**src/design/mbox_pkg.sv**
```systemverilog
// Mailbox subsystem shared definitions
// Sizes, register offsets, DMA direction and state enums, status bits
package mbox_pkg;

    // Mailbox and scratch SRAM geometry
    localparam int mbox_depth = 64;
    localparam int mbox_aw    = 6;
    localparam int ext_depth  = 256;
    localparam int ext_aw     = 8;

    // External word address, upper byte picks the target
    localparam int         dma_aw      = 16;
    localparam logic [7:0] ext_base_hi = 8'h40;

    localparam int data_w = 32;
    localparam int reg_aw = 4;

    typedef enum logic [reg_aw-1:0] {
        reg_lock     = 4'd0,
        reg_unlock   = 4'd1,
        reg_dlen     = 4'd2,
        reg_datain   = 4'd3,
        reg_dataout  = 4'd4,
        reg_dma_addr = 4'd5,
        reg_dma_cmd  = 4'd6,
        reg_status   = 4'd7
    } reg_e;

    typedef enum logic {
        dir_to_ext   = 1'b0,
        dir_from_ext = 1'b1
    } dma_dir_e;

    typedef enum logic [2:0] {
        idle,
        req_mbox,
        req_bus,
        wait_ack,
        wait_release,
        done
    } dma_state_e;

    // Status word bit positions
    localparam int stat_busy = 0;
    localparam int stat_done = 1;
    localparam int stat_err  = 2;

endpackage

```
**src/design/ext_bus_decode.sv**
```systemverilog
// External address decoder for the DMA bus
// Registered hop to the scratch SRAM, decode error for unmapped addresses
`timescale 1ns/1ps

module ext_bus_decode (
    input  logic                        core_clk,
    input  logic                        arst_n,
    input  logic                        bus_req,
    input  logic                        bus_we,
    input  logic [mbox_pkg::dma_aw-1:0] bus_addr,
    input  logic [mbox_pkg::data_w-1:0] bus_wdata,
    output logic                        bus_ack,
    output logic [mbox_pkg::data_w-1:0] bus_rdata,
    output logic                        bus_err,
    output logic                        sram_req,
    output logic                        sram_we,
    output logic [mbox_pkg::ext_aw-1:0] sram_idx,
    output logic [mbox_pkg::data_w-1:0] sram_wdata,
    input  logic                        sram_ack,
    input  logic [mbox_pkg::data_w-1:0] sram_rdata
);

    logic hit;
    logic err_ack;

    assign hit = (bus_addr[mbox_pkg::dma_aw-1 -: 8] == mbox_pkg::ext_base_hi);

    always_ff @(posedge core_clk or negedge arst_n) begin
        if (!arst_n) begin
            sram_req <= 1'b0;
            err_ack  <= 1'b0;
        end else begin
            sram_req <= bus_req && hit;
            // Unmapped requests are answered here
            err_ack  <= bus_req && !hit;
        end
    end

    always_ff @(posedge core_clk) begin
        sram_we    <= bus_we;
        sram_idx   <= bus_addr[mbox_pkg::ext_aw-1:0];
        sram_wdata <= bus_wdata;
    end

    assign bus_ack   = sram_ack || err_ack;
    assign bus_err   = err_ack;
    assign bus_rdata = err_ack ? '0 : sram_rdata;

endmodule

```
**config.mk**
```make
export PLATFORM = sky130hd
export DESIGN_NAME = ext_bus_decode
export DESIGN_NICKNAME = d
export VERILOG_FILES = /design/src/design/mbox_pkg.sv /design/src/design/ext_bus_decode.sv
export SDC_FILE = /design/constraint.sdc
export NUM_CORES = 1
export LEC_CHECK = 0
export ABC_CLOCK_PERIOD_IN_PS = 1300
export BUFFER_PORTS_ARGS = -buffer_cell sky130_fd_sc_hd__clkbuf_2
export CORE_MARGIN = 4
export CORE_UTILIZATION = 29
export DETAILED_ROUTE_END_ITERATION = 10
export PLACE_DENSITY = 0.79
export SLEW_MARGIN = 20
export SYNTH_ARGS = -nofsm -noshare
export SYNTH_HDL_FRONTEND = slang
export SYNTH_SLANG_ARGS = --single-unit
export TNS_END_PERCENT = 1
```
**constraint.sdc**
```tcl
create_clock -name core_clk -period 1.3 [get_ports core_clk]
set_clock_uncertainty 0.15 [all_clocks]
set_input_delay 0.26 -clock core_clk [delete_from_list [all_inputs] [get_ports core_clk]]
set_output_delay 0.26 -clock core_clk [all_outputs]
set_load 0.02 [all_outputs]
```
---- Word level (Yosys, flattened, before mapping) ----
Index checks and enable logic that the tools add are counted.
storage, ports and cells
  register bits ........................... 43
  input bits .............................. 85
  output and inout bits ................... 76
  word-level logic and storage cells ...... 11
cells by class
  equality and inequality tests ........... 1
  multiplexer cells ....................... 1
  reductions and logical operators ........ 4
operators with widths
  cell                  count
  $mux W32              1
  $eq A8 B7 Y1 const B  1
  $logic_and A1 B1 Y1   2
  $logic_not A1 Y1      1
  $logic_or A1 B1 Y1    1

---- Longest topological paths before layout ----
  depth after elaboration ................. 3
  gate-level depth with buffers ........... 2
  depth with buffers taken out ............ 2

---- Worst setup path after synthesis ----
OpenSTA, ideal clock, no wires.
  path type ............................... register -> output
  from .................................... register err_ack, in the netlist bus_err
  to ...................................... output bus_rdata[0] (netlist bit)
  arrival ................................. 1.004 ns
  data required time ...................... 0.890 ns
  slack ................................... -0.114 ns
  stages on the path, launching flop included .. 3
  path buffers ............................ 1
  cell sequence ........................... dfrtp_1 > buf_2 > nor2b_1
on the way
  cells in the longest elaborated chain, start to end .. 1
RTL lines
  what                    line                  source
  start, declared         ext_bus_decode.sv:24  logic err_ack;
  start signal, assigned  ext_bus_decode.sv:35  err_ack <= bus_req && !hit;
  $mux W32                ext_bus_decode.sv:47  assign bus_rdata = err_ack ? '0 : sram_rdata;
  end, declared           ext_bus_decode.sv:13  output logic [mbox_pkg::data_w-1:0] bus_rdata,
Every way passes these cells.

---- Worst setup path after layout ----
  from .................................... register err_ack, in the netlist bus_err
  to ...................................... output bus_rdata[19] (netlist bit)
The elaborated chain is that of the path after synthesis.

==> summary.txt <==
Critical path
  – CP required: 0.89 ns
  – Crit Path Max Fanout: 12
  – CP endpoint kind: output pin
  – Setup CP Type: reg2out
  – Worst Path Arrival: 1.26 ns
  – CP startpoint kind: register

Clock tree
  – H-tree Lvls: 2
  – Root buf cell: clkbuf_8
  – CTS clk-pin slew, worst paths: 0.07 ns
  – CTS Buf Count: 5
  – TritonCTS clock tree: done
  – Max Root-Sink Buffers: 2
  – CTS sink count: 43

Timing
  – Tmin final: 1.67 ns
  – RSZ-0062 raised after global routing: true
  – Hold WS: 0.0677 ns
  – Actual slew at the worst max-slew pin: 0.246 ns
  – Period utilization: 129%
  – Slew Limit Headroom: 83.5%
  – Setup Viol. Count Final: 34
  – Final setup margin: -0.372 ns
  – Final hold violations: 0
  – Slew Limit Fails: 0
  – Fmax: 598 MHz

Routing
  – Antenna Nets Post-Route: 0
  – DR DRC count: 0
  – DRT iter0 DRCs: 50
  – Drt total wl: 5670 µm
  – Post-DR wirelength/cell: 16.5 µm
  – Drt first pass iters: 4
  – Routed vias/inst: 4.17
  – DR vias: 1431

Synthesis
  – Synth Area in XOR/XNOR: 0%
  – Mean post-synth cell area: 13.7 µm²
  – Seq/Total Area, Yosys: 76.8%
  – Count of cell types in the netlist: 9
  – Synth Area in Adders: 0%
  – Mux share of post-synthesis cell area: 0%
  – Synth area leaders: dfxtp_1 72%, nor2b_1 18%, dfrtp_1 4.4%, buf_2 1.3%, nor4b_2 1.3%
  – Synth Area in Simple Gates: 21.2%
  – Synth Area in Compound Gates: 0.662%
  – Synth warn: 0
  – Net Count, Synth: 168
  – Register bit total from synthesis: 43
  – Largest family of logic cells by synthesized area: simple AND/OR/NAND/NOR gates
  – Synth Instances: 83
  – Post-Syn Area: 0.00113 mm²
  – Area fraction of the dominant cell type after synthesis: 72.4%
  – Cell taking the most area after synthesis: dfxtp_1

Placement
  – DP Wirelength: 3420 µm
  – Pre-CTS setup slack: -0.0283 ns
  – Gpl congestion: 0.810
  – Port Buffer Count: 160
  – Post-placement cell area: 0.00209 mm²

Global route
  – Via count of the first global-routing pass: 1599
  – Largest net degree at the start of global routing: 26
  – Global Route Usage Sum: 21.0%
  – Initial antenna violation count: 0
  – Global-route wire length before repair: 7960 µm
  – Gr ovfl total: 0

Run status
  – Run status: finished, violations left
  – Failing checks: setup timing

Pwr
  – Sw Share: 24.0%
  – Gate power share: 22.6%
  – Worst VDD drop: 0.000848 V
  – Leakage: 1.52 nW
  – Net switching power of the design: 0.000758 W
  – Pint: 0.00240 W
  – Clock power frac: 32.7%
  – Sequential power share: 44.7%
  – Pwr Density: 1070 mW/mm²

Layout
  – Final core occ: 79.4%
  – Post-synthesis to final-layout area growth: 160%
  – Final nets: 379
  – Most common library cell in the layout ignoring fill and taps: clkbuf_2
  – Post-route cell area: 0.00295 mm²
  – # diodes: 0
  – Share of layout cells above drive strength 1: 70.8%
  – Most frequent cells in the layout: 126 x clkbuf_2, 42 x dlygate4sd3_1, 41 x dfxtp_1, 34 x clkbuf_8, 30 x nor2b_2

Floorplan
  – Top-Level Pins: 161
  – Die area: 0.00497 mm²
  – Initial Util: 30.5%
  – Die height: 70.5 µm
  – Standard-cell rows: 22
  – Die extent in x: 70.5 µm
  – Core ar.: 0.00372 mm²

Worst hold path
  – HP Class: in2reg

Flow run
  – Total of max-cap violations: 0
[what timing repair did]
item / 4_1_cts / 5_1_grt
setup endpoints to repair: 34 / 34
gates cloned: 0 / 1
hold buffers: 42 / 0
pin swaps: 0 / 0
setup buffers: 1 / 0
resized for setup: 61 / 14
endpoints found under the hold margin: 43 / 0
[power by group through the flow]
stage | Clock (W) | Combinational (W) | Sequential [W]
after global placement | 0 | 0.000489 | 0.00143
final | 0.00103 | 0.000714 | 0.00141
after detailed placement | 0 | 0.000496 | 0.00144
after global routing | 0.00112 | 0.000751 | 0.00142
after floorplan | 0 | 0.000152 | 0.00153
after CTS | 0.00105 | 0.000676 | 0.00141
[per-layer routing]
layer	vias up	track usage (%)	routed length, µm
met5	-	0	0
met2	94	43.1	3340
met4	0	8.30	157
met1	650	17.7	1710
li1	673	-	-
met3	14	7.48	459
[Yosys cell counts]
cell	n
nor4b_2	1
and3_1	1
nor4_2	1
a21boi_0	1
nor2b_1	32
dfrtp_1	2
buf_2	3
dfxtp_1	41
or2_1	1
[kinds of logic after synthesis]
kind of cell	Yosys count
AOI/OAI and AO/OA	1
DFF	43
and+or+nand+nor	36
buffers and inverters	3
[worst max-delay path, stage by stage (launching register included)]
cell       delay (ns)
dfrtp_2          0.47
clkbuf_16        0.20
nor2b_2          0.15
clkbuf_8         0.16
[sequential cells by signal, summed over array words and instances (netlist names)]
name	flops
sram_we	1
sram_wdata	32
sram_idx	8
sram_req	1
bus_err	1
[metrics by stage]
| step | cells | total power (W) | setup TNS, ns |
|---|---|---|---|
| final | 343 | 0.00316 | -10.67 |
| after global routing | 343 | 0.00329 | -12.09 |
| after CTS | 342 | 0.00314 | -9.78 |
| after detailed placement | 291 | 0.00194 | -0.164 |
| after global placement | 291 | 0.00192 | 0 |
| after floorplan | 83 | 0.00168 | -0.665 |
[cell type report]
cell class              instances  area, µm²
clock buffers                   6       82.6
multi-input cells              37        340
repair buffers                207       1560
well taps                      48       60.1
flip-flops and latches         43        872
fillers                       223        764
clock inverters                 2       35.0
[worst paths after layout]
kind                                   start                  to  slack (ns)  cells after the start
worst max-delay path       bus_err$_DFF_PN0_       bus_rdata[19]       -0.37                      3
worst min-delay path                 bus_req   bus_err$_DFF_PN0_        0.07                      2
max in group asynchronous             arst_n   bus_err$_DFF_PN0_        0.73                      2
min in group asynchronous             arst_n  sram_req$_DFF_PN0_        0.17                      2
(Power assumes the default switching activity.)
