==> config.mk <==
export PLATFORM = sky130hd
export DESIGN_NAME = mbox_soc_ifc
export DESIGN_NICKNAME = d
export VERILOG_FILES = /design/src/design/mbox_pkg.sv /design/src/design/mbox_soc_ifc.sv
export SDC_FILE = /design/constraint.sdc
export NUM_CORES = 1
export LEC_CHECK = 0
export ABC_AREA = 1
export BUFFER_PORTS_ARGS = -buffer_cell sky130_fd_sc_hd__buf_4
export CAP_MARGIN = 20
export CORE_MARGIN = 10
export CORE_UTILIZATION = 52
export CTS_CLUSTER_DIAMETER = 150
export CTS_CLUSTER_SIZE = 28
export DETAILED_ROUTE_END_ITERATION = 16
export PLACE_DENSITY = 0.86
export REMOVE_ABC_BUFFERS = 1
export SLEW_MARGIN = 10
export SYNTH_ARGS = -nofsm -noshare
export SYNTH_HDL_FRONTEND = slang
export SYNTH_SLANG_ARGS = --single-unit
==> constraint.sdc <==
create_clock -name core_clk -period 4.4 [get_ports core_clk]
set_clock_uncertainty 0.15 [all_clocks]
set_input_delay 0.44 -clock core_clk [delete_from_list [all_inputs] [get_ports core_clk]]
set_output_delay 0.44 -clock core_clk [all_outputs]
set_load 0.01 [all_outputs]
==> src/design/mbox_pkg.sv <==
// Mailbox subsystem shared definitions
// Sizes, register offsets, DMA direction and state enums, status bits
package mbox_pkg;

    // Mailbox and scratch SRAM geometry
    localparam int mbox_depth = 64;
    localparam int mbox_aw    = 6;
    localparam int ext_depth  = 256;
    localparam int ext_aw     = 8;

    // External word address, upper byte picks the target
    localparam int         dma_aw      = 16;
    localparam logic [7:0] ext_base_hi = 8'h40;

    localparam int data_w = 32;
    localparam int reg_aw = 4;

    typedef enum logic [reg_aw-1:0] {
        reg_lock     = 4'd0,
        reg_unlock   = 4'd1,
        reg_dlen     = 4'd2,
        reg_datain   = 4'd3,
        reg_dataout  = 4'd4,
        reg_dma_addr = 4'd5,
        reg_dma_cmd  = 4'd6,
        reg_status   = 4'd7
    } reg_e;

    typedef enum logic {
        dir_to_ext   = 1'b0,
        dir_from_ext = 1'b1
    } dma_dir_e;

    typedef enum logic [2:0] {
        idle,
        req_mbox,
        req_bus,
        wait_ack,
        wait_release,
        done
    } dma_state_e;

    // Status word bit positions
    localparam int stat_busy = 0;
    localparam int stat_done = 1;
    localparam int stat_err  = 2;

endpackage

==> src/design/mbox_soc_ifc.sv <==
// SoC register port of the mailbox
// Four-phase handshake FSM, lock, push/pop pointers, DMA setup and status
`timescale 1ns/1ps

module mbox_soc_ifc (
    input  logic                         core_clk,
    input  logic                         arst_n,
    input  logic                         soc_req,
    input  logic                         soc_we,
    input  logic [mbox_pkg::reg_aw-1:0]  soc_addr,
    input  logic [mbox_pkg::data_w-1:0]  soc_wdata,
    output logic                         soc_ack,
    output logic [mbox_pkg::data_w-1:0]  soc_rdata,
    output logic                         ifc_mem_en,
    output logic                         ifc_mem_we,
    output logic [mbox_pkg::mbox_aw-1:0] ifc_mem_idx,
    output logic [mbox_pkg::data_w-1:0]  ifc_mem_wdata,
    input  logic [mbox_pkg::data_w-1:0]  mem_rdata,
    output logic                         dma_start,
    output mbox_pkg::dma_dir_e           dma_dir,
    output logic [mbox_pkg::mbox_aw:0]   dma_len,
    output logic [mbox_pkg::dma_aw-1:0]  dma_base,
    input  logic                         dma_busy,
    input  logic                         dma_fin,
    input  logic                         dma_err
);

    typedef enum logic [2:0] {
        hs_idle,
        hs_mem,
        hs_resp,
        hs_hold,
        hs_drop
    } hs_state_e;

    hs_state_e                    hs_state;
    mbox_pkg::reg_e               reg_sel;
    logic                         lock;
    logic                         mem_hit;
    logic                         done_q;
    logic                         err_q;
    logic [mbox_pkg::mbox_aw-1:0] wr_ptr;
    logic [mbox_pkg::mbox_aw-1:0] rd_ptr;
    logic [mbox_pkg::data_w-1:0]  rd_word;

    assign reg_sel = mbox_pkg::reg_e'(soc_addr);

    // Push/pop access goes out one cycle before the response
    assign ifc_mem_en = (hs_state == hs_mem) && !dma_busy &&
                        ((soc_we && lock && reg_sel == mbox_pkg::reg_datain) ||
                         (!soc_we && reg_sel == mbox_pkg::reg_dataout));
    assign ifc_mem_we    = soc_we;
    assign ifc_mem_idx   = soc_we ? wr_ptr : rd_ptr;
    assign ifc_mem_wdata = soc_wdata;

    // Read mux
    always_comb begin
        rd_word = '0;
        case (reg_sel)
            mbox_pkg::reg_lock:     rd_word[0] = lock;
            mbox_pkg::reg_dlen:     rd_word[mbox_pkg::mbox_aw:0] = dma_len;
            mbox_pkg::reg_datain:   rd_word[mbox_pkg::mbox_aw-1:0] = dma_busy ? '0 : wr_ptr;
            mbox_pkg::reg_dataout:  rd_word = mem_hit ? mem_rdata : '0;
            mbox_pkg::reg_dma_addr: rd_word[mbox_pkg::dma_aw-1:0] = dma_base;
            mbox_pkg::reg_dma_cmd:  rd_word[1] = dma_dir;
            mbox_pkg::reg_status: begin
                rd_word[mbox_pkg::stat_busy] = dma_busy;
                rd_word[mbox_pkg::stat_done] = done_q;
                rd_word[mbox_pkg::stat_err]  = err_q;
            end
            default: rd_word = '0;
        endcase
    end

    always_ff @(posedge core_clk or negedge arst_n) begin
        if (!arst_n) begin
            hs_state  <= hs_idle;
            soc_ack   <= 1'b0;
            soc_rdata <= '0;
            lock      <= 1'b0;
            mem_hit   <= 1'b0;
            done_q    <= 1'b0;
            err_q     <= 1'b0;
            wr_ptr    <= '0;
            rd_ptr    <= '0;
            dma_start <= 1'b0;
            dma_dir   <= mbox_pkg::dir_to_ext;
            dma_len   <= '0;
            dma_base  <= '0;
        end else begin
            dma_start <= 1'b0;
            mem_hit   <= ifc_mem_en;
            case (hs_state)
                hs_idle: if (soc_req) hs_state <= hs_mem;
                hs_mem:  hs_state <= hs_resp;
                hs_resp: begin
                    hs_state  <= hs_hold;
                    soc_ack   <= 1'b1;
                    soc_rdata <= soc_we ? '0 : rd_word;
                    if (!soc_we && reg_sel == mbox_pkg::reg_lock)
                        lock <= 1'b1;
                    // Pointers only move when the mailbox access really happened
                    if (mem_hit) begin
                        if (soc_we)
                            wr_ptr <= wr_ptr + 1'b1;
                        else
                            rd_ptr <= rd_ptr + 1'b1;
                    end
                    if (soc_we && lock) begin
                        case (reg_sel)
                            mbox_pkg::reg_unlock: begin
                                lock   <= 1'b0;
                                wr_ptr <= '0;
                                rd_ptr <= '0;
                                done_q <= 1'b0;
                                err_q  <= 1'b0;
                            end
                            mbox_pkg::reg_dlen:
                                if (!dma_busy) dma_len <= soc_wdata[mbox_pkg::mbox_aw:0];
                            mbox_pkg::reg_dma_addr:
                                if (!dma_busy) dma_base <= soc_wdata[mbox_pkg::dma_aw-1:0];
                            mbox_pkg::reg_dma_cmd:
                                if (soc_wdata[0] && !dma_busy) begin
                                    dma_start <= 1'b1;
                                    dma_dir   <= mbox_pkg::dma_dir_e'(soc_wdata[1]);
                                    done_q    <= 1'b0;
                                    err_q     <= 1'b0;
                                end
                            default: ;
                        endcase
                    end
                end
                hs_hold: if (!soc_req) hs_state <= hs_drop;
                hs_drop: begin
                    soc_ack  <= 1'b0;
                    hs_state <= hs_idle;
                end
                default: hs_state <= hs_idle;
            endcase
            // DMA completion is sticky until unlock or the next start
            if (dma_fin) begin
                done_q <= 1'b1;
                err_q  <= dma_err;
            end
        end
    end

    // Req is looked at on the edge that raises ack, the agent may drop it right after
    a_ack_needs_req: assert property (@(posedge core_clk) disable iff (!arst_n)
        $rose(soc_ack) |-> $past(soc_req));

endmodule

# Word-level counts from Yosys, hierarchy flattened
# Index checks and enable logic that the tools add are counted.
[classes]
addsub = 2
n_eq_ne = 14
muxes = 36
n_bitwise = 1
n_reduce_logical = 21
[op_table]
columns = ["operator", "n"]
rows = [
  ["$mux 32", 2],
  ["$mux 6", 10],
  ["$pmux 3 s4", 2],
  ["$pmux 9 s2", 1],
  ["$eq 4x3->1 const B", 4],
  ["$mux 16", 1],
  ["$reduce_and 4->1", 4],
  ["$add 6x1->6 const B", 2],
  ["$mux 1", 12],
  ["$pmux 1 s6", 2],
  ["$eq 4x2->1 const B", 2],
  ["$logic_and 1x1->1", 7],
  ["$eq 3x2->1 const B", 2],
  ["$mux 3", 2],
  ["$reduce_bool 2->1", 3],
  ["$pmux 1 s5", 1],
  ["$eq 4x1->1 const B", 1],
  ["$logic_not 4->1", 1],
  ["$ne 2x2->1 const B", 2],
  ["$pmux 1 s2", 2],
  ["$eq 3x1->1 const B", 1],
  ["$eq 3x3->1 const B", 1],
  ["$logic_not 3->1", 1],
  ["$ne 3x3->1 const B", 1],
  ["6 further kinds", 7],
]
[totals]
regBits = 77
input_bits = 75
output_inout_bits = 98

# Longest topological paths before layout
[logic_depth]
word_depth = 7
mapped_depth = 9
ltp_nobuf = 8

# Worst setup path before layout
# Ideal clock, no wire load.
[synth_timing]
kind = "in2out"
from = "in soc_addr[1] (netlist bit)"
to = "out ifc_mem_en"
arrival_time_ns = 1.229
path_slack_ns = 2.581
cell_stages = 4
n_path_buf = 1
cell_sequence = "nor2_2 nand3_1 clkbuf_1 a21oi_1"
[synth_via]
elab_chain_cells = 4
word_cells_on_any_way = 6
cone_classes = "eq/ne (2); reduce/logical (4)"
[synth_lines]
columns = ["element", "line", "source"]
rows = [
  ["start, declared", "mbox_soc_ifc.sv:10", "input logic [mbox_pkg::reg_aw-1:0] soc_addr,"],
  ["$eq 4x2->1 or $eq 4x3->1 (tied branches)", "mbox_soc_ifc.sv:50, mbox_soc_ifc.sv:51", ""],
  ["$logic_and 1x1->1, on equally long branches", "mbox_soc_ifc.sv:50, mbox_soc_ifc.sv:51", ""],
  ["$logic_or 1x1->1 (*)", "mbox_soc_ifc.sv:50", "((soc_we && lock && reg_sel == mbox_pkg::reg_datain) ||"],
  ["$logic_and 1x1->1 (*)", "mbox_soc_ifc.sv:49", "assign ifc_mem_en = (hs_state == hs_mem) && !dma_busy &&"],
  ["end, declared", "mbox_soc_ifc.sv:14", "output logic ifc_mem_en,"],
]
# Mark *: on every way between the ends. The rest lies on a longest branch, timed or not.

# Worst setup path in the final report
[layout_timing]
from = "in soc_addr[3] (netlist bit)"
to = "out ifc_mem_en"
# Same word-level chain as after synthesis.

==> metrics.csv <==
metric,value,unit
status,"complete, no violations",
drv_cap,0,
synth_ff_type,dfrtp_1,
antenna_found_initial,0,
core_area,7647,um^2
worstPathRequired,3810,ps
grt_overflow,0,
arrival,2060,ps
synth.distinct_cells,25,
drtIter0Drc,288,
cts-buffers-inserted,9,
period_minus_slack,2654,ps
drtAntennaViolNets,0,
cts.path.max_buffers,2,
grt_use_total,19.95,%
initial_utilization,52.90,%
use_met3,6.365,%
grt_util_met1,23.29,%
io_pins,173,
worst_pin_slew,949.0,ps
numClockSinks,77,
rsz0062_at_grt,false,
use_met2,33.32,%
startpoint,soc_addr[3],
synthCells,538,
max_freq,376.8,MHz
num_vias,3946,
numPortBuffers,140,
dr.pass1.iters,5,
drc_errors,0,
dpl.hpwl,8.992,mm
cts_resized,0,
wl_per_cell,16.31,um
ys_warn_count,0,
final-seq-area,1927,um^2
fillers,631,
dieArea,11710,um^2
final_cell_mix,"211 x nand2_1, 142 x buf_4, 77 x dfrtp_1",
synth_top_area_cell,dfrtp_1,
ys_ff_latch,77,
multi_input_area,1610,um^2
finalSetupViolCount,0,
layout_commonest_cell,nand2_1,
tns,0,ps
leakagePower,2.782,nW
synth_edf_count,0,
globalplace.congestion,0.8529,
synth_area,4045,um^2
hold_path_class,in -> async,
nNetsFinal,715,
via_per_inst,5.297,
antenna_cells,0,
die_h,108.2,um
htreeDepth,3,
synth_seq_area_share,47.63,%
postCtsSetupBuffers,0,
grt_pass1_vias,3864,
r2r-start,hs_state[2]$_DFFE_PN0P_,
area_growth,25.80,%
grt_pass1_wl,18.74,mm
top_usage_layer,met2,
chipWidth,108.2,um
ir_drop,0.1485,mV
endpoint_kind,output pin,
ctsRootBufferMaster,clkbuf_8,
critPathMaxFanout,15,
wirelength,12.15,mm
power.density,318.0,nW/um^2
grt_max_degree,78,
finalHoldViolCount,0,
ys_top_cells_by_area,"dfrtp_1 48%, nand2_1 20%, buf_4 6.3%",
timing.final.crit_share,60.32,%
avgSynthCellArea,7.519,um^2
crit_path_start_kind,input pin,
async_reset_ff_share,100.0,%
hold_buffers,0,
std_cell_rows,32,
max_slew_margin,36.73,%
netlist.area_leader.share,47.63,%
critical_path_class,in -> out,
cts_tree,done,
holdWs,58.68,ps
path_clk_slew,80,ps
drive_gt1_share,26.75,%
worstSkewPairLatency,360,ps
final_max_slew_viol_count,0,
==> final cells by class <==
class	instances	share of cell area, %
clock inverter	6	1.377
tap	102	2.508
multi-input combinational	368	31.64
inverter	40	2.951
sequential	77	37.87
clock buffer	10	2.705
timing repair buffer	142	20.95
==> flip-flops by register name, indices dropped and copies added, names as in the netlist, 3 cells and up <==
register   flops
rd_ptr         6
dma_base      16
soc_rdata     32
dma_len        7
wr_ptr         6
hs_state       3
==> worst max-delay path, cell delays in order <==
cell and delay [ps]:
buf_4 120, nor2_2 480, nand3_1 530, a21oi_1 330, buf_4 160
==> cell families (layout without fill, tap and decap cells) <==
family / after synthesis / after routing / synth area share [%]
compound gates: 56 / 56 / 6.990
xor+xnor: 4 / 4 / 0.8660
fa+ha+maj: 2 / 2 / 0.6185
buf+inv: 93 / 198 / 12.56
flops: 77 / 77 / 47.63
simple gates: 306 / 306 / 31.33
==> cells in the mapped netlist (all sizes together), types with 2 or more instances <==
master	n
clkbuf	3
a31oi	2
nand4	7
nand3	39
o21ai	43
nor2	40
ha	2
nor3	5
inv	40
dfrtp	77
a21oi	11
buf	50
xor2	4
nand2	214
==> report_power, final <==
group / total, W / leakage (nW) / internal (W) / switching (W)
logic: 0.000300 / 1.65 / 0.0000963 / 0.000204
registers: 0.000756 / 1.04 / 0.000732 / 0.0000240
clock network: 0.000563 / 0.0955 / 0.000281 / 0.000281
==> final timing paths <==
check	to	slack [ps]	cells after the start
max in group asynchronous	hs_state[0]$_DFFE_PN0P_	3410	1
min	dma_base[12]$_DFFE_PN0P_	60	1
min reg2reg	soc_rdata[15]$_DFFE_PN0N_	340	2
max reg2reg	dma_base[4]$_DFFE_PN0P_	1870	6
min in group core_clk	err_q$_DFFE_PN0P_	120	3
max	ifc_mem_en	1750	5
==> per-layer routing <==
layer | share of wire (%) | wire, um
met2 | 50 | 6020
met3 | 9.3 | 1129
met4 | 2.4 | 297
met5 | 0 | 0
met1 | 39 | 4706
==> per-stage QoR <==
step           utilization [%]  instance area, um^2  setup WS, ps  power (W)  instances
3_3_place_gp             63.83                 4881          1862   0.001059        729
5_1_grt                  66.54                 5089          1622   0.001693        745
2_1_floorplan                -                 3687          2096  0.0009073        485
3_5_place_dp             63.83                 4881          1761   0.001070        729
4_1_cts                  66.54                 5089          1764   0.001622        745
6_report                 66.54                 5089          1746   0.001618        745
Note: power is estimated with default switching activity, not from simulation.
