File: config.mk
export PLATFORM = sky130hd
export DESIGN_NAME = mbox_dma
export DESIGN_NICKNAME = d
export VERILOG_FILES = /design/src/design/mbox_pkg.sv /design/src/design/mbox_dma.sv
export SDC_FILE = /design/constraint.sdc
export NUM_CORES = 1
export LEC_CHECK = 0
export BUFFER_PORTS_ARGS = -buffer_cell sky130_fd_sc_hd__buf_4
export CAP_MARGIN = 20
export CORE_MARGIN = 5
export CORE_UTILIZATION = 37
export CTS_CLUSTER_DIAMETER = 40
export DETAILED_ROUTE_END_ITERATION = 7
export GPL_ROUTABILITY_DRIVEN = 0
export PLACE_DENSITY = 0.75
export SYNTH_ARGS = -nofsm -noshare
export SYNTH_HDL_FRONTEND = slang
export SYNTH_SLANG_ARGS = --single-unit
File: constraint.sdc
create_clock -name core_clk -period 2.4 [get_ports core_clk]
set_input_delay 0.36 -clock core_clk [delete_from_list [all_inputs] [get_ports core_clk]]
set_output_delay 0.36 -clock core_clk [all_outputs]
set_load 0.02 [all_outputs]
File: src/design/mbox_pkg.sv
// Mailbox subsystem shared definitions
// Sizes, register offsets, DMA direction and state enums, status bits
package mbox_pkg;

    // Mailbox and scratch SRAM geometry
    localparam int mbox_depth = 64;
    localparam int mbox_aw    = 6;
    localparam int ext_depth  = 256;
    localparam int ext_aw     = 8;

    // External word address, upper byte picks the target
    localparam int         dma_aw      = 16;
    localparam logic [7:0] ext_base_hi = 8'h40;

    localparam int data_w = 32;
    localparam int reg_aw = 4;

    typedef enum logic [reg_aw-1:0] {
        reg_lock     = 4'd0,
        reg_unlock   = 4'd1,
        reg_dlen     = 4'd2,
        reg_datain   = 4'd3,
        reg_dataout  = 4'd4,
        reg_dma_addr = 4'd5,
        reg_dma_cmd  = 4'd6,
        reg_status   = 4'd7
    } reg_e;

    typedef enum logic {
        dir_to_ext   = 1'b0,
        dir_from_ext = 1'b1
    } dma_dir_e;

    typedef enum logic [2:0] {
        idle,
        req_mbox,
        req_bus,
        wait_ack,
        wait_release,
        done
    } dma_state_e;

    // Status word bit positions
    localparam int stat_busy = 0;
    localparam int stat_done = 1;
    localparam int stat_err  = 2;

endpackage

File: src/design/mbox_dma.sv
// DMA sequencer between mailbox and external bus
// One mailbox cycle and one four-phase bus transfer per word
`timescale 1ns/1ps

module mbox_dma (
    input  logic                         core_clk,
    input  logic                         arst_n,
    input  logic                         dma_start,
    input  mbox_pkg::dma_dir_e           dma_dir,
    input  logic [mbox_pkg::mbox_aw:0]   dma_len,
    input  logic [mbox_pkg::dma_aw-1:0]  dma_base,
    output logic                         dma_busy,
    output logic                         dma_fin,
    output logic                         dma_err,
    output logic                         dma_mem_en,
    output logic                         dma_mem_we,
    output logic [mbox_pkg::mbox_aw-1:0] dma_mem_idx,
    output logic [mbox_pkg::data_w-1:0]  dma_mem_wdata,
    input  logic [mbox_pkg::data_w-1:0]  mem_rdata,
    output logic                         bus_req,
    output logic                         bus_we,
    output logic [mbox_pkg::dma_aw-1:0]  bus_addr,
    output logic [mbox_pkg::data_w-1:0]  bus_wdata,
    input  logic                         bus_ack,
    input  logic [mbox_pkg::data_w-1:0]  bus_rdata,
    input  logic                         bus_err
);

    mbox_pkg::dma_state_e       state;
    logic [mbox_pkg::mbox_aw:0] idx;
    logic [mbox_pkg::mbox_aw:0] idx_next;
    logic                       err_q;
    logic                       to_ext;

    assign to_ext   = (dma_dir == mbox_pkg::dir_to_ext);
    assign idx_next = idx + 1'b1;

    assign dma_busy = (state != mbox_pkg::idle);
    assign dma_fin  = (state == mbox_pkg::done);
    assign dma_err  = err_q;

    // Read ahead for outbound words, write back on a clean inbound ack
    assign dma_mem_en = (state == mbox_pkg::req_mbox && to_ext) ||
                        (state == mbox_pkg::wait_ack && bus_ack && !bus_err && !to_ext);
    assign dma_mem_we    = !to_ext;
    assign dma_mem_idx   = idx[mbox_pkg::mbox_aw-1:0];
    assign dma_mem_wdata = bus_rdata;

    always_ff @(posedge core_clk or negedge arst_n) begin
        if (!arst_n) begin
            state     <= mbox_pkg::idle;
            idx       <= '0;
            err_q     <= 1'b0;
            bus_req   <= 1'b0;
            bus_we    <= 1'b0;
            bus_addr  <= '0;
            bus_wdata <= '0;
        end else begin
            case (state)
                mbox_pkg::idle:
                    if (dma_start) begin
                        idx   <= '0;
                        err_q <= 1'b0;
                        state <= (dma_len == '0) ? mbox_pkg::done : mbox_pkg::req_mbox;
                    end
                mbox_pkg::req_mbox: state <= mbox_pkg::req_bus;
                mbox_pkg::req_bus: begin
                    bus_req   <= 1'b1;
                    bus_we    <= to_ext;
                    bus_addr  <= dma_base +
                                 {{(mbox_pkg::dma_aw - mbox_pkg::mbox_aw - 1){1'b0}}, idx};
                    bus_wdata <= mem_rdata;
                    state     <= mbox_pkg::wait_ack;
                end
                mbox_pkg::wait_ack:
                    if (bus_ack) begin
                        bus_req <= 1'b0;
                        err_q   <= bus_err;
                        state   <= mbox_pkg::wait_release;
                    end
                mbox_pkg::wait_release:
                    if (!bus_ack) begin
                        // Stop at the first errored word
                        if (err_q || idx_next == dma_len) begin
                            state <= mbox_pkg::done;
                        end else begin
                            idx   <= idx_next;
                            state <= mbox_pkg::req_mbox;
                        end
                    end
                mbox_pkg::done: state <= mbox_pkg::idle;
                default: state <= mbox_pkg::idle;
            endcase
        end
    end

    // Request and its fields hold until the responder acks
    a_req_held: assert property (@(posedge core_clk) disable iff (!arst_n)
        (bus_req && !bus_ack) |=> (bus_req && $stable(bus_addr) && $stable(bus_we)));

endmodule

Word-level counts from Yosys, hierarchy flattened

Cells that the tools add are included.

Add/subtract/negate cells: 2
Multipliers: 0
Div/mod/pow operators: 0
Order comparisons: 0
Eq/ne operators: 10
Shift-type cells: 0
Multiplexer cells: 15
Bitwise gates (word level): 1
Reduce and logical (&&, ||, !) cells: 17

Operator list:

| operator                                       | number |
|---|---|
| two-way mux 7 bit                              | 3 |
| adder 16 x 7 -> 16 bit                         | 1 |
| two-way mux 3 bit                              | 5 |
| case mux 3 bit (5 select lines)                | 1 |
| case mux 7 bit (2 select lines)                | 1 |
| inequality test 2 bit (second input constant)  | 4 |
| adder 7 x 1 -> 7 bit (second input constant)   | 1 |
| == test 7 bit                                  | 1 |
| zero test 7 bit                                | 1 |
| == test 3 x 2 -> 1 bit (second input constant) | 2 |
| == test 3 bit (second input constant)          | 2 |
| AND reduction 3 bit                            | 2 |
| nonzero test 2 bit                             | 3 |
| logical AND 1 bit                              | 4 |
| case mux 1 bit (2 select lines)                | 2 |
| AND reduction 4 bit                            | 1 |
| == test 3 x 1 -> 1 bit (second input constant) | 1 |
| zero test 3 bit                                | 1 |
| two-way mux 1 bit                              | 3 |
| nonzero test 3 bit                             | 1 |
| logical OR 1 bit                               | 2 |
| AND reduction 2 bit                            | 1 |
| zero test 1 bit                                | 1 |
| inverter 1 bit                                 | 1 |

Register bits: 61
Bits in latches: 0
RAM bits: 0
ROM bits: 0
Logic and storage cells: 52
Memories: 0

Longest topological paths before layout

Depth in word-level cells: 6
Gate-level depth with buffers: 10

Worst setup path before layout

OpenSTA, ideal clock, no wires.

Path kind: register -> register
Start point: register idx[2] in the netlist's numbering
End point: register bus_addr[15] in the netlist's numbering
Setup time: 132 ps
Arrival time: 2071 ps
Required time: 2268 ps
Path slack: 197 ps
Stages on the path, launching flop included: 9
Buffers on the path: 0
Period minus slack after synthesis: 2203 ps
Path through: dfrtp_1 -> ha_1 -> and3_1 -> a2111o_1 -> a21o_1 -> a21o_1 -> nand3_1 -> xor2_1 -> o21ai_1

Word-level cells in the longest chain between the ends: 1

Ends and longest elaborated chain:

| what                   | line           | source |
|---|---|---|
| from (decl)            | mbox_dma.sv:30 | `logic [mbox_pkg::mbox_aw:0] idx;` |
| from (signal assigned) | mbox_dma.sv:87 | `idx <= idx_next;` |
| adder 16 x 7 -> 16 bit | mbox_dma.sv:70 | `bus_addr <= dma_base +` |
| to (signal assigned)   | mbox_dma.sv:70 |  |
| to (decl)              | mbox_dma.sv:22 | `output logic [mbox_pkg::dma_aw-1:0] bus_addr,` |

No other way between the ends.
A chain may end at the register's enable or synchronous reset.

Worst setup path in the final report

Start point: register idx[4] in the netlist's numbering
End point: register bus_addr[11] in the netlist's numbering

Same word-level chain as after synthesis.

==> results <==
- The run finished with clean final reports.
- The deepest level of the CTS H-tree is 3.
- During I/O placement, the number of pins put on the boundary was 186.
- Setup total negative slack on the finished layout was measured at 0 ps.
- Summed over all nets, the half-perimeter wirelength after detailed placement is 6.332 mm.
- At the pin with the least slew margin, the transition time is 756.3 ps.
- The chip width is 105.4 microns.
- Measured in cells, the most critical reg-to-reg path has a length of 8.
- At the worst endpoint, the required time is 2600 ps.
- The max-slew violation count is 0.
- The library cell used as clock root buffer is sky130_fd_sc_hd__clkbuf_8.
- The analysis attributes to cell leakage a power of 2.299 nW.
- Along the worst path, the maximum fanout reaches 5.
- The proportion of layout cells with a drive suffix above 1 is 33.75%.
- The routed wire length is 8.268 mm.
- Dividing the detail-routed via count by the number of cells gives 4.749.
- The total count of hold-check failures in the final report came to 0.
- The number of distinct library cells after synthesis is 43.
- The start-to-end type of the worst setup path is flip-flop to flip-flop.
- Setup violations remaining at the end of the flow were counted as 0.
- The Yosys step of the flow raised 0 warnings.
- After synthesis, the share of flip-flops with an asynchronous set or reset is 100.0%.
- The proportion of synthesized chip area in sequential cells is 45.30%.
- In this run, CTS created clock tree buffers numbering 9.
- The biggest area consumer among synthesized cells is sky130_fd_sc_hd__dfrtp_1.
- The number of hold buffers added after cts is 0.
- The remaining number of nets flagged by the antenna check after routing is 0.
- The switching power total is 2.245 mW.
- The final critical path takes up 95.13% of the cycle.
- The total of buffers placed on input and output ports is 121.
- The final-layout fill cell count is 820.
- Counting tap cells, the placed design contains a total of 569 instances.
- Sorting the synthesized cells by area gives the leading types as sky130_fd_sc_hd__dfrtp_1 45%, sky130_fd_sc_hd__nand2_1 14%, sky130_fd_sc_hd__buf_4 8.7%, sky130_fd_sc_hd__xnor2_1 3.1%, sky130_fd_sc_hd__ha_1 3.0%.
- Entering global routing, the biggest net connects 66 pins.
- The vertical die dimension is 105.4 microns.
- The number of antenna violations at the first check in global routing is 0.
- The total core area is 8806 sq um.
- Global routing finished with a remaining overflow of 0.
- The largest stage delay on the critical path is 460 ps.
- The number of setup buffers added after CTS is 0.
- Timing would allow up to 0.4380 GHz.
- The initial cell density of the core is 38.26%.
- Data on the critical path arrives at its endpoint at 2480 ps.
- The clock transition at the registers of the reported paths is 70 ps.
- The netlist area before placement is 3369 sq um.
- STA classifies the critical path endpoint as a flip-flop.
- Setup repair after global routing left no endpoint under its margin.
- Traced cell by cell, the critical path runs through ha_1 -> and3_1 -> a2111o_1 -> a21o_1 -> a21o_1 -> nand3_1 -> xor2_1 -> o21ai_1.
- The final worst clock skew is 8.435 ps.
- The routed wire length per instance is 14.13 microns.
- The area growth from synthesis to layout is 30.19%.
- The power per cell area is 1247 nW/um^2.
- The number of remaining DRC errors is 0.
- The total of max-cap violations is 0.
- The clock period minus final worst setup slack is 2283 ps.
- The cell-internal power is 3.224 mW.
- Of the post-synthesis cell area, the dominant cell type holds 45.30%.
- Across the VDD grid, the largest voltage drop is 606.9 uV.
- The post-synth net total is 485.
- Counting stages on the worst path, the most repeated cell is sky130_fd_sc_hd__a21o_1.
- The number of diodes added for antenna fixing is 0.
- The worst hold-check path type is input pin to asynchronous set/reset pin.
- For this block, the initial DRC count from the detailed router was 124.
- The routed layout has 2778 vias.
- The non-filler instance count after layout is 585.
- STA classifies the critical path startpoint as a flip-flop.
- The most used flip-flop cell after synthesis is sky130_fd_sc_hd__dfrtp_1.
- The count of TritonRoute iterations in the first routing pass is 4.
- The clock network burns 18.8% of the power.
- The TritonCTS clock tree is built.
- The deepest clock path buffer count is 2.
- The synthesized instance count is 383.
- After synthesis, the mean cell area works out to 8.798 sq um.
- The later-pin clock latency in the skew report is 330 ps.
- The floorplan step defined a die boundary enclosing 11120 sq um.
- The number of storage elements in the synthesis netlist is 61.
- Of the total power, the share spent switching nets is 41.05%.
- On the critical path, the stage with the largest delay is an instance of sky130_fd_sc_hd__a2111o_1.
- The wire length of the first global-routing pass is 13.48 mm.
- The overall routing resource usage is 14.96%.
- The number of cell rows is 34.
- The share of total power dissipated in combinational logic is 48.4%.
- Of the total power, registers draw 32.8%.
- Leaving out fill and tap cells, the most frequent cells in the layout are 130 x sky130_fd_sc_hd__buf_4, 127 x sky130_fd_sc_hd__nand2_1, 61 x sky130_fd_sc_hd__dfrtp_1.
- The number of global-route vias before repair is 2816.
- OpenSTA, run right after detailed placement, puts the worst setup slack at 41.44 ps.
- Counting flops with a built-in enable in the synthesized netlist gives 0.
- On the final layout, the worst hold slack is 77.70 ps.
- The post-route worst setup slack is 116.8 ps.
- The number of nets in the final layout is 574.
- Counting every sink on the clock net gives 61.
- The library cell used most frequently in the layout, excluding fill and tap cells, is sky130_fd_sc_hd__buf_4.
- The worst pin sits at a relative slew slack of 49.58%.
==> power by group through the flow <==
stage,Clock (mW),Sequential [mW],Combinational [mW]
3_3_place_gp,0,1.79,2.65
2_1_floorplan,0,2.27,1.16
5_1_grt,1.10,1.87,2.94
6_report,1.03,1.79,2.65
3_5_place_dp,0,1.82,2.69
4_1_cts,1.07,1.80,2.70
==> repair_timing <==
| item | in CTS | in global routing |
|---|---|---|
| hold endpoints to repair | 0 | 0 |
| resized for setup | 0 | 1 |
| setup endpoints to repair | 0 | 4 |
==> cells in the mapped netlist, types with 2 or more instances <==
cell and n:
sky130_fd_sc_hd__nand2_1 127, sky130_fd_sc_hd__dfrtp_1 61, sky130_fd_sc_hd__buf_4 39, sky130_fd_sc_hd__o21ai_1 19
sky130_fd_sc_hd__xnor2_1 12, sky130_fd_sc_hd__inv_1 10, sky130_fd_sc_hd__o21ai_0 9, sky130_fd_sc_hd__and3_1 8
sky130_fd_sc_hd__ha_1 8, sky130_fd_sc_hd__nand3_1 8, sky130_fd_sc_hd__xor2_1 8, sky130_fd_sc_hd__clkbuf_1 7
sky130_fd_sc_hd__nor2_1 7, sky130_fd_sc_hd__a21boi_1 5, sky130_fd_sc_hd__a21o_1 5, sky130_fd_sc_hd__buf_1 5
sky130_fd_sc_hd__nand2b_1 4, sky130_fd_sc_hd__nor2b_1 4, sky130_fd_sc_hd__a21oi_1 3, sky130_fd_sc_hd__o211ai_1 3
sky130_fd_sc_hd__o31ai_2 3, sky130_fd_sc_hd__buf_2 2, sky130_fd_sc_hd__nor3_1 2, sky130_fd_sc_hd__o21a_1 2
sky130_fd_sc_hd__o21a_2 2, sky130_fd_sc_hd__o31ai_1 2, sky130_fd_sc_hd__xnor2_2 2
==> worst max-delay path, delay by kind of cell, from the launching register on <==
family | cells | cell delay (ps)
AO/OA/AOI/OAI | 4 | 970
XOR/XNOR | 1 | 150
adder cells (fa/ha/maj) | 1 | 330
flip-flops | 1 | 390
AND/OR/NAND/NOR | 2 | 320
==> area by class of cell <==
type | count | area (sq um) | area share (%)
clock buffer | 12 | 155.1 | 3.537
clock inverter | 4 | 70.07 | 1.597
inverter | 10 | 37.54 | 0.8557
multi-input combinational | 259 | 1466 | 33.43
sequential | 61 | 1526 | 34.80
tap | 108 | 135.1 | 3.080
timing repair buffer | 131 | 996.0 | 22.70
==> metrics by stage <==
stage / total power, mW / cell area, sq um / utilization [%]
floorplan: 3.429 / 3369 / -
global placement: 4.441 / 4158 / 47.22
finish: 5.469 / 4387 / 49.82
detailed placement: 4.511 / 4158 / 47.22
CTS: 5.560 / 4383 / 49.77
global route: 5.909 / 4387 / 49.82
==> registers in the layout, indices dropped and copies added (netlist names) <==
| register | flops |
|---|---|
| state | 3 |
| bus_addr | 16 |
| idx | 7 |
| bus_we | 1 |
| bus_wdata | 32 |
| bus_req | 1 |
| dma_err | 1 |
==> cells by family after synthesis <==
kind of cell / after synthesis / synth area share, %
AO/OA/AOI/OAI: 58 / 11.92
flip-flops: 61 / 45.30
XOR/XNOR: 22 / 6.164
adder cells (fa/ha/maj): 9 / 3.565
AND/OR/NAND/NOR: 169 / 21.32
multiplexers: 1 / 0.2971
buffers and inverters: 63 / 11.44
==> worst paths after layout <==
kind	from	endpoint	slack, ps
hold reg to reg	bus_addr[3]$_DFFE_PN0P_	bus_addr[3]$_DFFE_PN0P_	480
min in group core_clk	mem_rdata[31]	bus_wdata[31]$_DFFE_PN0P_	220
hold / removal	arst_n	bus_wdata[11]$_DFFE_PN0P_	80
max in group asynchronous	arst_n	bus_we$_DFFE_PN0P_	1800
setup / recovery	idx[4]$_DFFE_PN0P_	bus_addr[11]$_DFFE_PN0P_	120
setup reg to reg	idx[4]$_DFFE_PN0P_	bus_addr[11]$_DFFE_PN0P_	120
==> layer usage <==
layer  vias to the layer above  part of all wire [%]  track usage [%]  wire length [microns]
li1                       1387                     -                -                      -
met1                      1272                    41            17.85                   3427
met2                        94                    49            24.95                   4023
met3                        25                   7.7            4.584                    636
met4                         0                   2.2            6.467                    181
met5                         -                     0                0                      0
Note: power is estimated with default switching activity, not from simulation.
